--- src/hdl/ooo_issue_params.svh ---
// shared widths, opcodes and register addresses; the buffer depth must stay a power of two.
`ifndef OOO_ISSUE_PARAMS_SVH
`define OOO_ISSUE_PARAMS_SVH

`define XLEN          16
`define ISSUE_DEPTH   8
`define TAG_W         4

`define OP_ADD        3'd0
`define OP_SUB        3'd1
`define OP_AND        3'd2
`define OP_OR         3'd3
`define OP_XOR        3'd4
`define OP_SLL        3'd5
`define OP_ADDI       3'd6
`define OP_SLLI       3'd7

`define CFG_CTRL      2'd0
`define CFG_ISSUED    2'd1
`define CFG_OCCUPANCY 2'd2

`endif

--- src/hdl/issue_pkg.sv ---
// entry layout packs the destination tag at the top and the operand word at bit 0.
`default_nettype none
`include "ooo_issue_params.svh"

package issue_pkg;

	localparam int XLEN  = `XLEN;
	localparam int DEPTH = `ISSUE_DEPTH;
	localparam int TAG_W = `TAG_W;
	localparam int IDX_W = $clog2(`ISSUE_DEPTH);
	localparam int OCC_W = $clog2(`ISSUE_DEPTH + 1);
	localparam int OP_W  = 3;

	localparam int OPND_LSB   = 0;
	localparam int SRC1_LSB   = OPND_LSB + XLEN;
	localparam int TAG2_LSB   = SRC1_LSB + XLEN;
	localparam int WAIT2_BIT  = TAG2_LSB + TAG_W;
	localparam int TAG1_LSB   = WAIT2_BIT + 1;
	localparam int WAIT1_BIT  = TAG1_LSB + TAG_W;
	localparam int OPC_LSB    = WAIT1_BIT + 1;
	localparam int DTAG_LSB   = OPC_LSB + OP_W;
	localparam int DISPATCH_W = DTAG_LSB + TAG_W;

	localparam int WAITS_LSB = TAG2_LSB; // wait and tag fields of both sources.
	localparam int WAITS_W   = WAIT1_BIT - TAG2_LSB + 1;

	typedef union packed {
		logic [`XLEN-1:0] rs2; // register form.
		struct packed {
			logic [3:0]  shamt; // slli shift amount.
			logic [11:0] simm; // addi immediate, sign extended on use.
		} imm;
	} operand_word_t;

endpackage

`default_nettype wire

--- src/hdl/alu_execute.sv ---
// single result slot; a new op is taken only after ack has been seen low again.
`timescale 1ns/1ps
`default_nettype none
`include "ooo_issue_params.svh"

module alu_execute (
	input wire issue_valid,
	input wire [issue_pkg::DISPATCH_W-1:0] issue_entry,
	output logic alu_idle,
	output logic res_req,
	output logic [issue_pkg::TAG_W-1:0] res_tag,
	output logic [issue_pkg::XLEN-1:0] res_data,
	input wire res_ack,
	input wire CLK,
	input wire reset
);

	import issue_pkg::*;

	localparam logic [1:0] S_IDLE = 2'd0;
	localparam logic [1:0] S_REQ  = 2'd1;
	localparam logic [1:0] S_DONE = 2'd2; // ack seen, waiting for it to drop.

	logic [1:0] state;
	logic [OP_W-1:0] opcode;
	logic [XLEN-1:0] src1;
	logic [XLEN-1:0] imm_ext;
	logic [XLEN-1:0] result;
	operand_word_t opnd;

	assign opcode  = issue_entry[OPC_LSB +: OP_W];
	assign src1    = issue_entry[SRC1_LSB +: XLEN];
	assign opnd    = issue_entry[OPND_LSB +: XLEN];
	assign imm_ext = {{(XLEN - 12){opnd.imm.simm[11]}}, opnd.imm.simm};

	always_comb begin
		case (opcode)
			`OP_ADD:  result = src1 + opnd.rs2;
			`OP_SUB:  result = src1 - opnd.rs2;
			`OP_AND:  result = src1 & opnd.rs2;
			`OP_OR:   result = src1 | opnd.rs2;
			`OP_XOR:  result = src1 ^ opnd.rs2;
			`OP_SLL:  result = src1 << opnd.rs2[3:0]; // low four bits only.
			`OP_ADDI: result = src1 + imm_ext;
			`OP_SLLI: result = src1 << opnd.imm.shamt;
			default:  result = '0;
		endcase
	end

	always_ff @(posedge CLK) begin
		if (issue_valid && state == S_IDLE) begin
			res_data <= result;
			res_tag  <= issue_entry[DTAG_LSB +: TAG_W];
		end
	end

	always_ff @(posedge CLK) begin
		if (reset) begin
			state <= S_IDLE;
		end else begin
			case (state)
				S_IDLE: if (issue_valid) state <= S_REQ;
				S_REQ:  if (res_ack) state <= S_DONE;
				S_DONE: if (!res_ack) state <= S_IDLE;
				default: state <= S_IDLE;
			endcase
		end
	end

	assign alu_idle = (state == S_IDLE);
	assign res_req  = (state == S_REQ);

endmodule

`default_nettype wire

--- src/hdl/free_slot_finder.sv ---
// returns the lowest clear bit of the valid vector; pos is meaningless while full is high.
`timescale 1ns/1ps
`default_nettype none
`include "ooo_issue_params.svh"

module free_slot_finder (
	input wire [`ISSUE_DEPTH-1:0] in,
	output logic [issue_pkg::IDX_W-1:0] pos,
	output logic full
);

	import issue_pkg::*;

	always_comb begin
		pos = '0;
		for (int i = DEPTH - 1; i >= 0; i--) begin
			if (!in[i]) begin
				pos = IDX_W'(i); // lower slots win.
			end
		end
	end

	assign full = &in;

endmodule

`default_nettype wire

--- src/hdl/issue_buffer.sv ---
// DP must equal the params depth; a push while full is dropped even if a pop frees a slot.
`timescale 1ns/1ps
`default_nettype none
`include "ooo_issue_params.svh"

module issue_buffer #(
	parameter int DW = issue_pkg::DISPATCH_W,
	parameter int DP = `ISSUE_DEPTH
) (
	input wire [DW-1:0] dispat_info,
	input wire buffer_push,
	output logic buffer_full,

	input wire buffer_pop,
	input wire [$clog2(DP)-1:0] pop_index,
	output logic [DW*DP-1:0] issue_info_qout,
	output logic [DP-1:0] buffer_malloc_qout,
	output logic [$clog2(DP)-1:0] alloc_index,

	input wire CLK,
	input wire reset
);

	localparam int AW = $clog2(DP);

	logic [AW-1:0] free_index;
	logic push_ok;
	logic [DP-1:0] valid_next;

	free_slot_finder finder (
		.in(buffer_malloc_qout),
		.pos(free_index),
		.full(buffer_full)
	);

	assign push_ok = buffer_push & ~buffer_full;

	// a coinciding pop hands its slot straight to the new entry.
	assign alloc_index = (buffer_pop & buffer_push) ? pop_index : free_index;

	generate
		for (genvar dp = 0; dp < DP; dp++) begin : g_slot
			always_ff @(posedge CLK) begin
				if (push_ok && alloc_index == AW'(dp)) begin
					issue_info_qout[DW*dp +: DW] <= dispat_info;
				end
			end
		end
	endgenerate

	always_comb begin
		valid_next = buffer_malloc_qout;
		if (buffer_pop) begin
			valid_next[pop_index] = 1'b0;
		end
		if (push_ok) begin
			valid_next[alloc_index] = 1'b1; // set after clear, so a reused slot stays valid.
		end
	end

	always_ff @(posedge CLK) begin
		if (reset) begin
			buffer_malloc_qout <= '0;
		end else begin
			buffer_malloc_qout <= valid_next;
		end
	end

endmodule

`default_nettype wire

--- src/hdl/issue_config.sv ---
// issued count is read only and wraps; cfg_rdata is sampled when ack rises.
`timescale 1ns/1ps
`default_nettype none
`include "ooo_issue_params.svh"

module issue_config (
	input wire cfg_req,
	input wire cfg_write,
	input wire [1:0] cfg_addr,
	input wire [issue_pkg::XLEN-1:0] cfg_wdata,
	output logic cfg_ack,
	output logic [issue_pkg::XLEN-1:0] cfg_rdata,
	input wire buffer_pop,
	input wire [issue_pkg::DEPTH-1:0] buffer_malloc_qout,
	output logic issue_enable,
	output logic policy,
	input wire CLK,
	input wire reset
);

	import issue_pkg::*;

	logic [1:0] ctrl; // bit 1 policy, bit 0 enable.
	logic [XLEN-1:0] issued;
	logic [OCC_W-1:0] occupancy;
	logic start;

	assign start     = cfg_req & ~cfg_ack; // new access this cycle.
	assign occupancy = OCC_W'($countones(buffer_malloc_qout));

	always_ff @(posedge CLK) begin
		if (reset) begin
			cfg_ack <= 1'b0;
			ctrl    <= 2'b01;
			issued  <= '0;
		end else begin
			if (start) begin
				cfg_ack <= 1'b1;
			end else if (!cfg_req) begin
				cfg_ack <= 1'b0;
			end
			if (start && cfg_write && cfg_addr == `CFG_CTRL) begin
				ctrl <= cfg_wdata[1:0];
			end
			if (buffer_pop) begin
				issued <= issued + 1'b1;
			end
		end
	end

	always_ff @(posedge CLK) begin
		if (start) begin
			case (cfg_addr)
				`CFG_CTRL:      cfg_rdata <= XLEN'(ctrl);
				`CFG_ISSUED:    cfg_rdata <= issued;
				`CFG_OCCUPANCY: cfg_rdata <= XLEN'(occupancy);
				default:        cfg_rdata <= '0;
			endcase
		end
	end

	assign issue_enable = ctrl[0];
	assign policy       = ctrl[1];

endmodule

`default_nettype wire

--- src/hdl/issue_select.sv ---
// wakeups come only from the writeback port; one slot leaves per cycle.
`timescale 1ns/1ps
`default_nettype none

module issue_select (
	input wire buffer_push,
	input wire [issue_pkg::IDX_W-1:0] alloc_index,
	input wire [issue_pkg::WAITS_W-1:0] push_waits,
	input wire [issue_pkg::DEPTH-1:0] buffer_malloc_qout,
	input wire wb_valid,
	input wire [issue_pkg::TAG_W-1:0] wb_tag,
	input wire imm_form,
	input wire issue_enable,
	input wire policy,
	input wire alu_idle,
	output logic buffer_pop,
	output logic [issue_pkg::IDX_W-1:0] pop_index,
	input wire CLK,
	input wire reset
);

	import issue_pkg::*;

	logic [DEPTH-1:0] wait1;
	logic [DEPTH-1:0] wait2;
	logic [TAG_W-1:0] tag1 [DEPTH];
	logic [TAG_W-1:0] tag2 [DEPTH];
	logic [DEPTH-1:0] older [DEPTH]; // older[i][j] set when slot j entered before slot i.

	logic push_ok;
	logic p_wait1;
	logic p_wait2;
	logic [TAG_W-1:0] p_tag1;
	logic [TAG_W-1:0] p_tag2;
	logic new_wait1;
	logic new_wait2;
	logic [DEPTH-1:0] live;
	logic [DEPTH-1:0] ready;
	logic [DEPTH-1:0] oldest;
	logic [DEPTH-1:0] cand;

	assign push_ok = buffer_push & ~(&buffer_malloc_qout); // same rule as the buffer.

	assign p_wait1 = push_waits[WAITS_W-1];
	assign p_tag1  = push_waits[WAITS_W-2 -: TAG_W];
	assign p_wait2 = push_waits[TAG_W];
	assign p_tag2  = push_waits[TAG_W-1:0];

	// wakeup in the write cycle is folded in here.
	assign new_wait1 = p_wait1 & ~(wb_valid & (p_tag1 == wb_tag));
	assign new_wait2 = p_wait2 & ~imm_form & ~(wb_valid & (p_tag2 == wb_tag));

	assign live = buffer_malloc_qout & ~(DEPTH'(buffer_pop) << pop_index);

	always_ff @(posedge CLK) begin
		if (reset) begin
			wait1 <= '0;
			wait2 <= '0;
		end else begin
			for (int i = 0; i < DEPTH; i++) begin
				if (wb_valid && tag1[i] == wb_tag) wait1[i] <= 1'b0;
				if (wb_valid && tag2[i] == wb_tag) wait2[i] <= 1'b0;
			end
			if (push_ok) begin
				wait1[alloc_index] <= new_wait1;
				wait2[alloc_index] <= new_wait2;
			end
		end
	end

	always_ff @(posedge CLK) begin
		if (push_ok) begin
			tag1[alloc_index] <= p_tag1;
			tag2[alloc_index] <= p_tag2;
			for (int i = 0; i < DEPTH; i++) begin
				older[i][alloc_index] <= 1'b0; // newcomer is younger than everyone.
			end
			older[alloc_index] <= live & ~(DEPTH'(1) << alloc_index);
		end
	end

	always_comb begin
		for (int i = 0; i < DEPTH; i++) begin
			ready[i] = buffer_malloc_qout[i] & ~wait1[i] & ~wait2[i];
		end
		for (int i = 0; i < DEPTH; i++) begin
			oldest[i] = ready[i] & ~(|(older[i] & ready)); // no ready slot ahead of it.
		end
	end

	assign cand = policy ? ready : oldest;

	always_comb begin
		pop_index = '0;
		for (int i = DEPTH - 1; i >= 0; i--) begin
			if (cand[i]) pop_index = IDX_W'(i);
		end
	end

	assign buffer_pop = issue_enable & alu_idle & (|ready);

endmodule

`default_nettype wire

--- src/hdl/ooo_issue_top.sv ---
// wakeups from the ALU itself are not looped back; the writeback port must supply them.
`timescale 1ns/1ps
`default_nettype none

module ooo_issue_top (
	input wire CLK,
	input wire reset,

	input wire [issue_pkg::DISPATCH_W-1:0] dispatch_info,
	input wire dispatch_push,
	output logic dispatch_full,

	input wire wb_valid,
	input wire [issue_pkg::TAG_W-1:0] wb_tag,

	output logic res_req,
	output logic [issue_pkg::TAG_W-1:0] res_tag,
	output logic [issue_pkg::XLEN-1:0] res_data,
	input wire res_ack,

	input wire cfg_req,
	input wire cfg_write,
	input wire [1:0] cfg_addr,
	input wire [issue_pkg::XLEN-1:0] cfg_wdata,
	output logic cfg_ack,
	output logic [issue_pkg::XLEN-1:0] cfg_rdata
);

	import issue_pkg::*;

	logic buffer_pop;
	logic [IDX_W-1:0] pop_index;
	logic [IDX_W-1:0] alloc_index;
	logic [DISPATCH_W*DEPTH-1:0] issue_info_qout;
	logic [DEPTH-1:0] buffer_malloc_qout;
	logic issue_enable;
	logic policy;
	logic alu_idle;

	issue_buffer #(
		.DW(DISPATCH_W),
		.DP(DEPTH)
	) buffer (
		.dispat_info(dispatch_info),
		.buffer_push(dispatch_push),
		.buffer_full(dispatch_full),
		.buffer_pop(buffer_pop),
		.pop_index(pop_index),
		.issue_info_qout(issue_info_qout),
		.buffer_malloc_qout(buffer_malloc_qout),
		.alloc_index(alloc_index),
		.CLK(CLK),
		.reset(reset)
	);

	issue_select select (
		.buffer_push(dispatch_push),
		.alloc_index(alloc_index),
		.push_waits(dispatch_info[WAITS_LSB +: WAITS_W]),
		.buffer_malloc_qout(buffer_malloc_qout),
		.wb_valid(wb_valid),
		.wb_tag(wb_tag),
		.imm_form(dispatch_info[OPC_LSB+2] & dispatch_info[OPC_LSB+1]), // addi and slli.
		.issue_enable(issue_enable),
		.policy(policy),
		.alu_idle(alu_idle),
		.buffer_pop(buffer_pop),
		.pop_index(pop_index),
		.CLK(CLK),
		.reset(reset)
	);

	alu_execute alu (
		.issue_valid(buffer_pop),
		.issue_entry(issue_info_qout[DISPATCH_W*pop_index +: DISPATCH_W]),
		.alu_idle(alu_idle),
		.res_req(res_req),
		.res_tag(res_tag),
		.res_data(res_data),
		.res_ack(res_ack),
		.CLK(CLK),
		.reset(reset)
	);

	issue_config config_regs (
		.cfg_req(cfg_req),
		.cfg_write(cfg_write),
		.cfg_addr(cfg_addr),
		.cfg_wdata(cfg_wdata),
		.cfg_ack(cfg_ack),
		.cfg_rdata(cfg_rdata),
		.buffer_pop(buffer_pop),
		.buffer_malloc_qout(buffer_malloc_qout),
		.issue_enable(issue_enable),
		.policy(policy),
		.CLK(CLK),
		.reset(reset)
	);

endmodule

`default_nettype wire

--- config.mk ---
export PLATFORM = sky130hd
export DESIGN_NAME = ooo_issue_top
export DESIGN_NICKNAME = d
export VERILOG_FILES = /design/src/hdl/issue_pkg.sv /design/src/hdl/alu_execute.sv /design/src/hdl/free_slot_finder.sv /design/src/hdl/issue_buffer.sv /design/src/hdl/issue_config.sv /design/src/hdl/issue_select.sv /design/src/hdl/ooo_issue_top.sv
export VERILOG_INCLUDE_DIRS = /design/src /design/src/hdl
export SDC_FILE = /design/constraint.sdc
export NUM_CORES = 1
export LEC_CHECK = 0
export ABC_AREA = 1
export BUFFER_PORTS_ARGS = -buffer_cell sky130_fd_sc_hd__buf_2
export CAP_MARGIN = 20
export CORE_ASPECT_RATIO = 1.1
export CORE_UTILIZATION = 60
export CTS_BUF_LIST = sky130_fd_sc_hd__clkbuf_4
export DETAILED_ROUTE_END_ITERATION = 12
export GPL_ROUTABILITY_DRIVEN = 0
export PLACE_DENSITY_LB_ADDON = 0.2
export RECOVER_POWER = 25
export SLEW_MARGIN = 10
export SYNTH_ARGS = -nofsm -noshare
export SYNTH_HDL_FRONTEND = slang
export SYNTH_SLANG_ARGS = --single-unit
export TNS_END_PERCENT = 1
--- constraint.sdc ---
create_clock -name CLK -period 13.2 [get_ports CLK]
set_clock_uncertainty 0.05 [all_clocks]
set_input_delay 1.98 -clock CLK [delete_from_list [all_inputs] [get_ports CLK]]
set_output_delay 1.98 -clock CLK [all_outputs]
set_load 0.05 [all_outputs]
==> key figures <==
Clock network
  – Reg clk slew, reported paths: 0.07 ns
  – CTS Buf Count: about 120
  – CTS resizes: 0
  – Clock Tree Buf Depth: 3
  – Post-CTS Setup Bufs: 0
  – H-tree levels: 3
  – Post-CTS Hold Fix Bufs: 0
  – Clk sinks: 521
  – Clk_lat worst skew: 0.89 ns
  – Root buf cell: clkbuf_4
  – CTS tree: built

Placement
  – Area after DPL: 25,400 um2
  – DP HPWL: 38.4 mm
  – Port bufs: 102

Global routing
  – Vias in the first global route: 17,600
  – Antenna violations before repair: 7
  – First-pass GRT wire length: 93.2 mm
  – GRT Overall Usage: between 20 and 30%
  – Grt total ovfl: 0
  – Largest net degree at the start of global routing: 89

Floorplan
  – Row count: just under 80
  – Die ar.: 41,600 um2
  – Core area: 40,200 um2
  – Die height: about 210 um
  – Initial Util: 60.9%
  – Die X: ~200 um
  – # IOs: 117

Min path
  – Min-Delay Path Class: reg -> reg

Setup path
  – Setup crit start kind: flop
  – Peak per-stage delay on the critical path: 0.80 ns
  – Crit Path Max Fanout: 88
  – Req. time, crit path: 13.65 ns
  – CP Data Arrival Time: between 9 and 10 ns
  – CP Capture Type: flop
  – Crit-path most repeated cell: nand2_1
  – Critical path type: reg -> reg
  – Slowest CP cell: buf_4

Final layout
  – Final net count: 2,664
  – Area growth, synth to finish: 10.4%
  – Fin area: 27,000 um2
  – Share of cells above drive strength 1: 13.6%

Synth
  – Yosys reg bits: 521
  – Sequential share of the synthesized area: between 60% and 70%
  – Ys async rst share: 0%
  – Post-synth EDFFs: approximately 480
  – Yosys cell types: 56
  – Cells after Synth: around 2,400
  – Synthesis warning total: 0
  – Top_reg_cell synth: edfxtp_1
  – Synth Cell Area: 24,500 um2
  – Synth Area per Inst: 10.4 um2

Detailed routing
  – DR iter-0 viols: 1,806
  – Final ANT Viol Nets: 0
  – Final wirelength: 60.8 mm
  – WL/cell: 19.3 um
  – 1st-pass router iterations: 5
  – Via count: roughly 18,000
  – DRC errors left: 0
  – Vias per inst: 5.78

Timing
  – Min Tclk post-route: 8.68 ns
  – Slew Viols, Final: 0
  – Fmax: 115 MHz
  – Setup TNS: 0 ns
  – Hold Vio Cnt, Final: 0
  – Final number of setup-violating endpoints: 0
  – Worst-Margin Slew: 0.960 ns
  – Period utilization: 65.8%
  – Rel. slew slack: 35.6%
  – RSZ-0062 raised after global routing: no

Pwr
  – Total power draw: between 4 and 5 mW
  – Cell Pwr Density: roughly 180 nW/um2
  – Leak: between 10 and 15 nW
  – Maximum vdd drop: 0.0000898 V

Outcome
  – Status: finished clean

Flow run
  – Max Cap Violations: 0
## state kept, by name, summed over array words and instances, names as in the netlist, 16 cells and up
name                    cells
select.tag1                32
buffer.issue_info_qout    312
select.tag2                32
select.older               64
config_regs.issued         16
config_regs.cfg_rdata      16
alu.res_data               16
## layout make-up
| class | count | area (um2) |
|---|---|---|
| Sequential cell | 521 | 15200 |
| Fill cell | 3077 | 13200 |
| Multi-Input combinational cell | 1496 | 7930 |
| Clock buffer | 187 | 1400 |
| Inverter | 256 | 962 |
| Timing Repair Buffer | 128 | 661 |
| Tap cell | 513 | 642 |
| Clock inverter | 40 | 218 |
| Antenna cell | 2 | 5.00 |
## Yosys cell counts (6+ instances only)
cell       number  area, um2
o22ai_1        17        106
o21ai_1         8       40.0
nor3_1          9       45.0
edfxtp_1      476      14300
a31oi_1         7       43.8
nand3_1       200       1000
dfxtp_1        45        901
nand3b_1       41        308
nand2_1       410       1540
o41ai_1         7       61.3
o2111ai_1       6       52.6
inv_2          11       41.3
nand4_1        47        294
xor2_1         33        289
o211ai_1       11       82.6
ha_1           57        713
nor2_2          7       43.8
nor2_1        288       1080
xnor2_1        19        166
nand2_2         9       56.3
inv_1         238        893
o21bai_1        8       60.1
buf_4           7       52.6
a21oi_1        78        390
clkinv_1        6       22.5
clkbuf_1       46        173
o21ai_0       151        756
buf_2          29        145
a221oi_1        8       70.1
or2_2          10       62.6
a211oi_1        7       52.6
## cell usage in the layout, fill, tap and decap left out, drive strengths merged, types with 3 or more instances in the layout
master / instances
a22oi: 3
o21bai: 8
conb: 8
a211oi: 7
a221oi: 8
xor2: 33
inv: 250
a41oi: 3
nand2: 421
nor3: 15
o22ai: 17
clkinv: 43
fa: 5
nand3b: 41
a31oi: 7
nand4: 49
dfxtp: 45
edfxtp: 476
ha: 57
o31ai: 3
o21ai: 165
o2111ai: 6
nand3: 203
nor4: 4
or2: 10
xnor2: 19
o211ai: 11
a21oi: 78
clkbuf: 223
o41ai: 7
nor2: 299
buf: 92
## worst max-delay path, delay by kind of cell, from the launching register on
family	cells	cell delay, ns
buffers and inverters	5	1.63
and+or+nand+nor	27	4.17
xor gates and xnor gates	1	0.24
AOI/OAI and AO/OA	7	1.34
DFF	1	0.43
adders and majority gates	1	0.38
## power by group
group | internal (mW) | total (mW) | leakage (nW) | switching (mW)
sequential | 1.98 | 2.03 | 4.73 | 0.0475
clock | 0.685 | 1.30 | 0.961 | 0.616
combinational | 0.384 | 1.40 | 4.94 | 1.02
## per-layer routing
| layer | vias up | GRT usage (%) | part of all wire [%] |
|---|---|---|---|
| met2 | 835 | 50.8 | 49 |
| met4 | 10 | 17.0 | 4.5 |
| li1 | 8549 | - | - |
| met5 | - | 0 | 0.11 |
| met3 | 176 | 6.28 | 8.2 |
| met1 | 8598 | 34.7 | 38 |
## final timing paths
kind / from / endpoint / slack (ns) / cells after the start
worst max-delay path: buffer.buffer_malloc_qout[6]$_SDFF_PP0_ / alu.res_data[15]$_DFFE_PP_ / 4.52 / 41
worst min-delay path: select.wait1[5]$_SDFF_PP0_ / select.wait1[5]$_SDFF_PP0_ / 0.42 / 2
worst max register to register: buffer.buffer_malloc_qout[6]$_SDFF_PP0_ / alu.res_data[15]$_DFFE_PP_ / 4.52 / 41
worst min register to register: select.wait1[5]$_SDFF_PP0_ / select.wait1[5]$_SDFF_PP0_ / 0.42 / 2
## stage by stage
step           setup slack [ns]  cells  utilization [%]  hold WS [ns]
2_1_floorplan              8.20   2364                -         0.391
3_3_place_gp               4.92   2912             63.3         0.408
3_5_place_dp               4.75   2913             63.3         0.413
4_1_cts                    4.60   3140             67.3         0.423
5_1_grt                    3.89   3142             67.2         0.456
6_report                   4.52   3143             67.2         0.421
## logic make-up (layout without fill, tap and decap cells)
logic type      Yosys count  count (layout)  share of synthesized area, %
buf+inv                 347             611                          5.71
xor+xnor                 52              52                          1.86
compound gates          329             329                          7.78
other cells               1              10                        0.0153
simple gates           1045            1045                          19.2
flops                   521             521                          62.1
fa+ha+maj                62              62                          3.32
(Power assumes the default switching activity.)
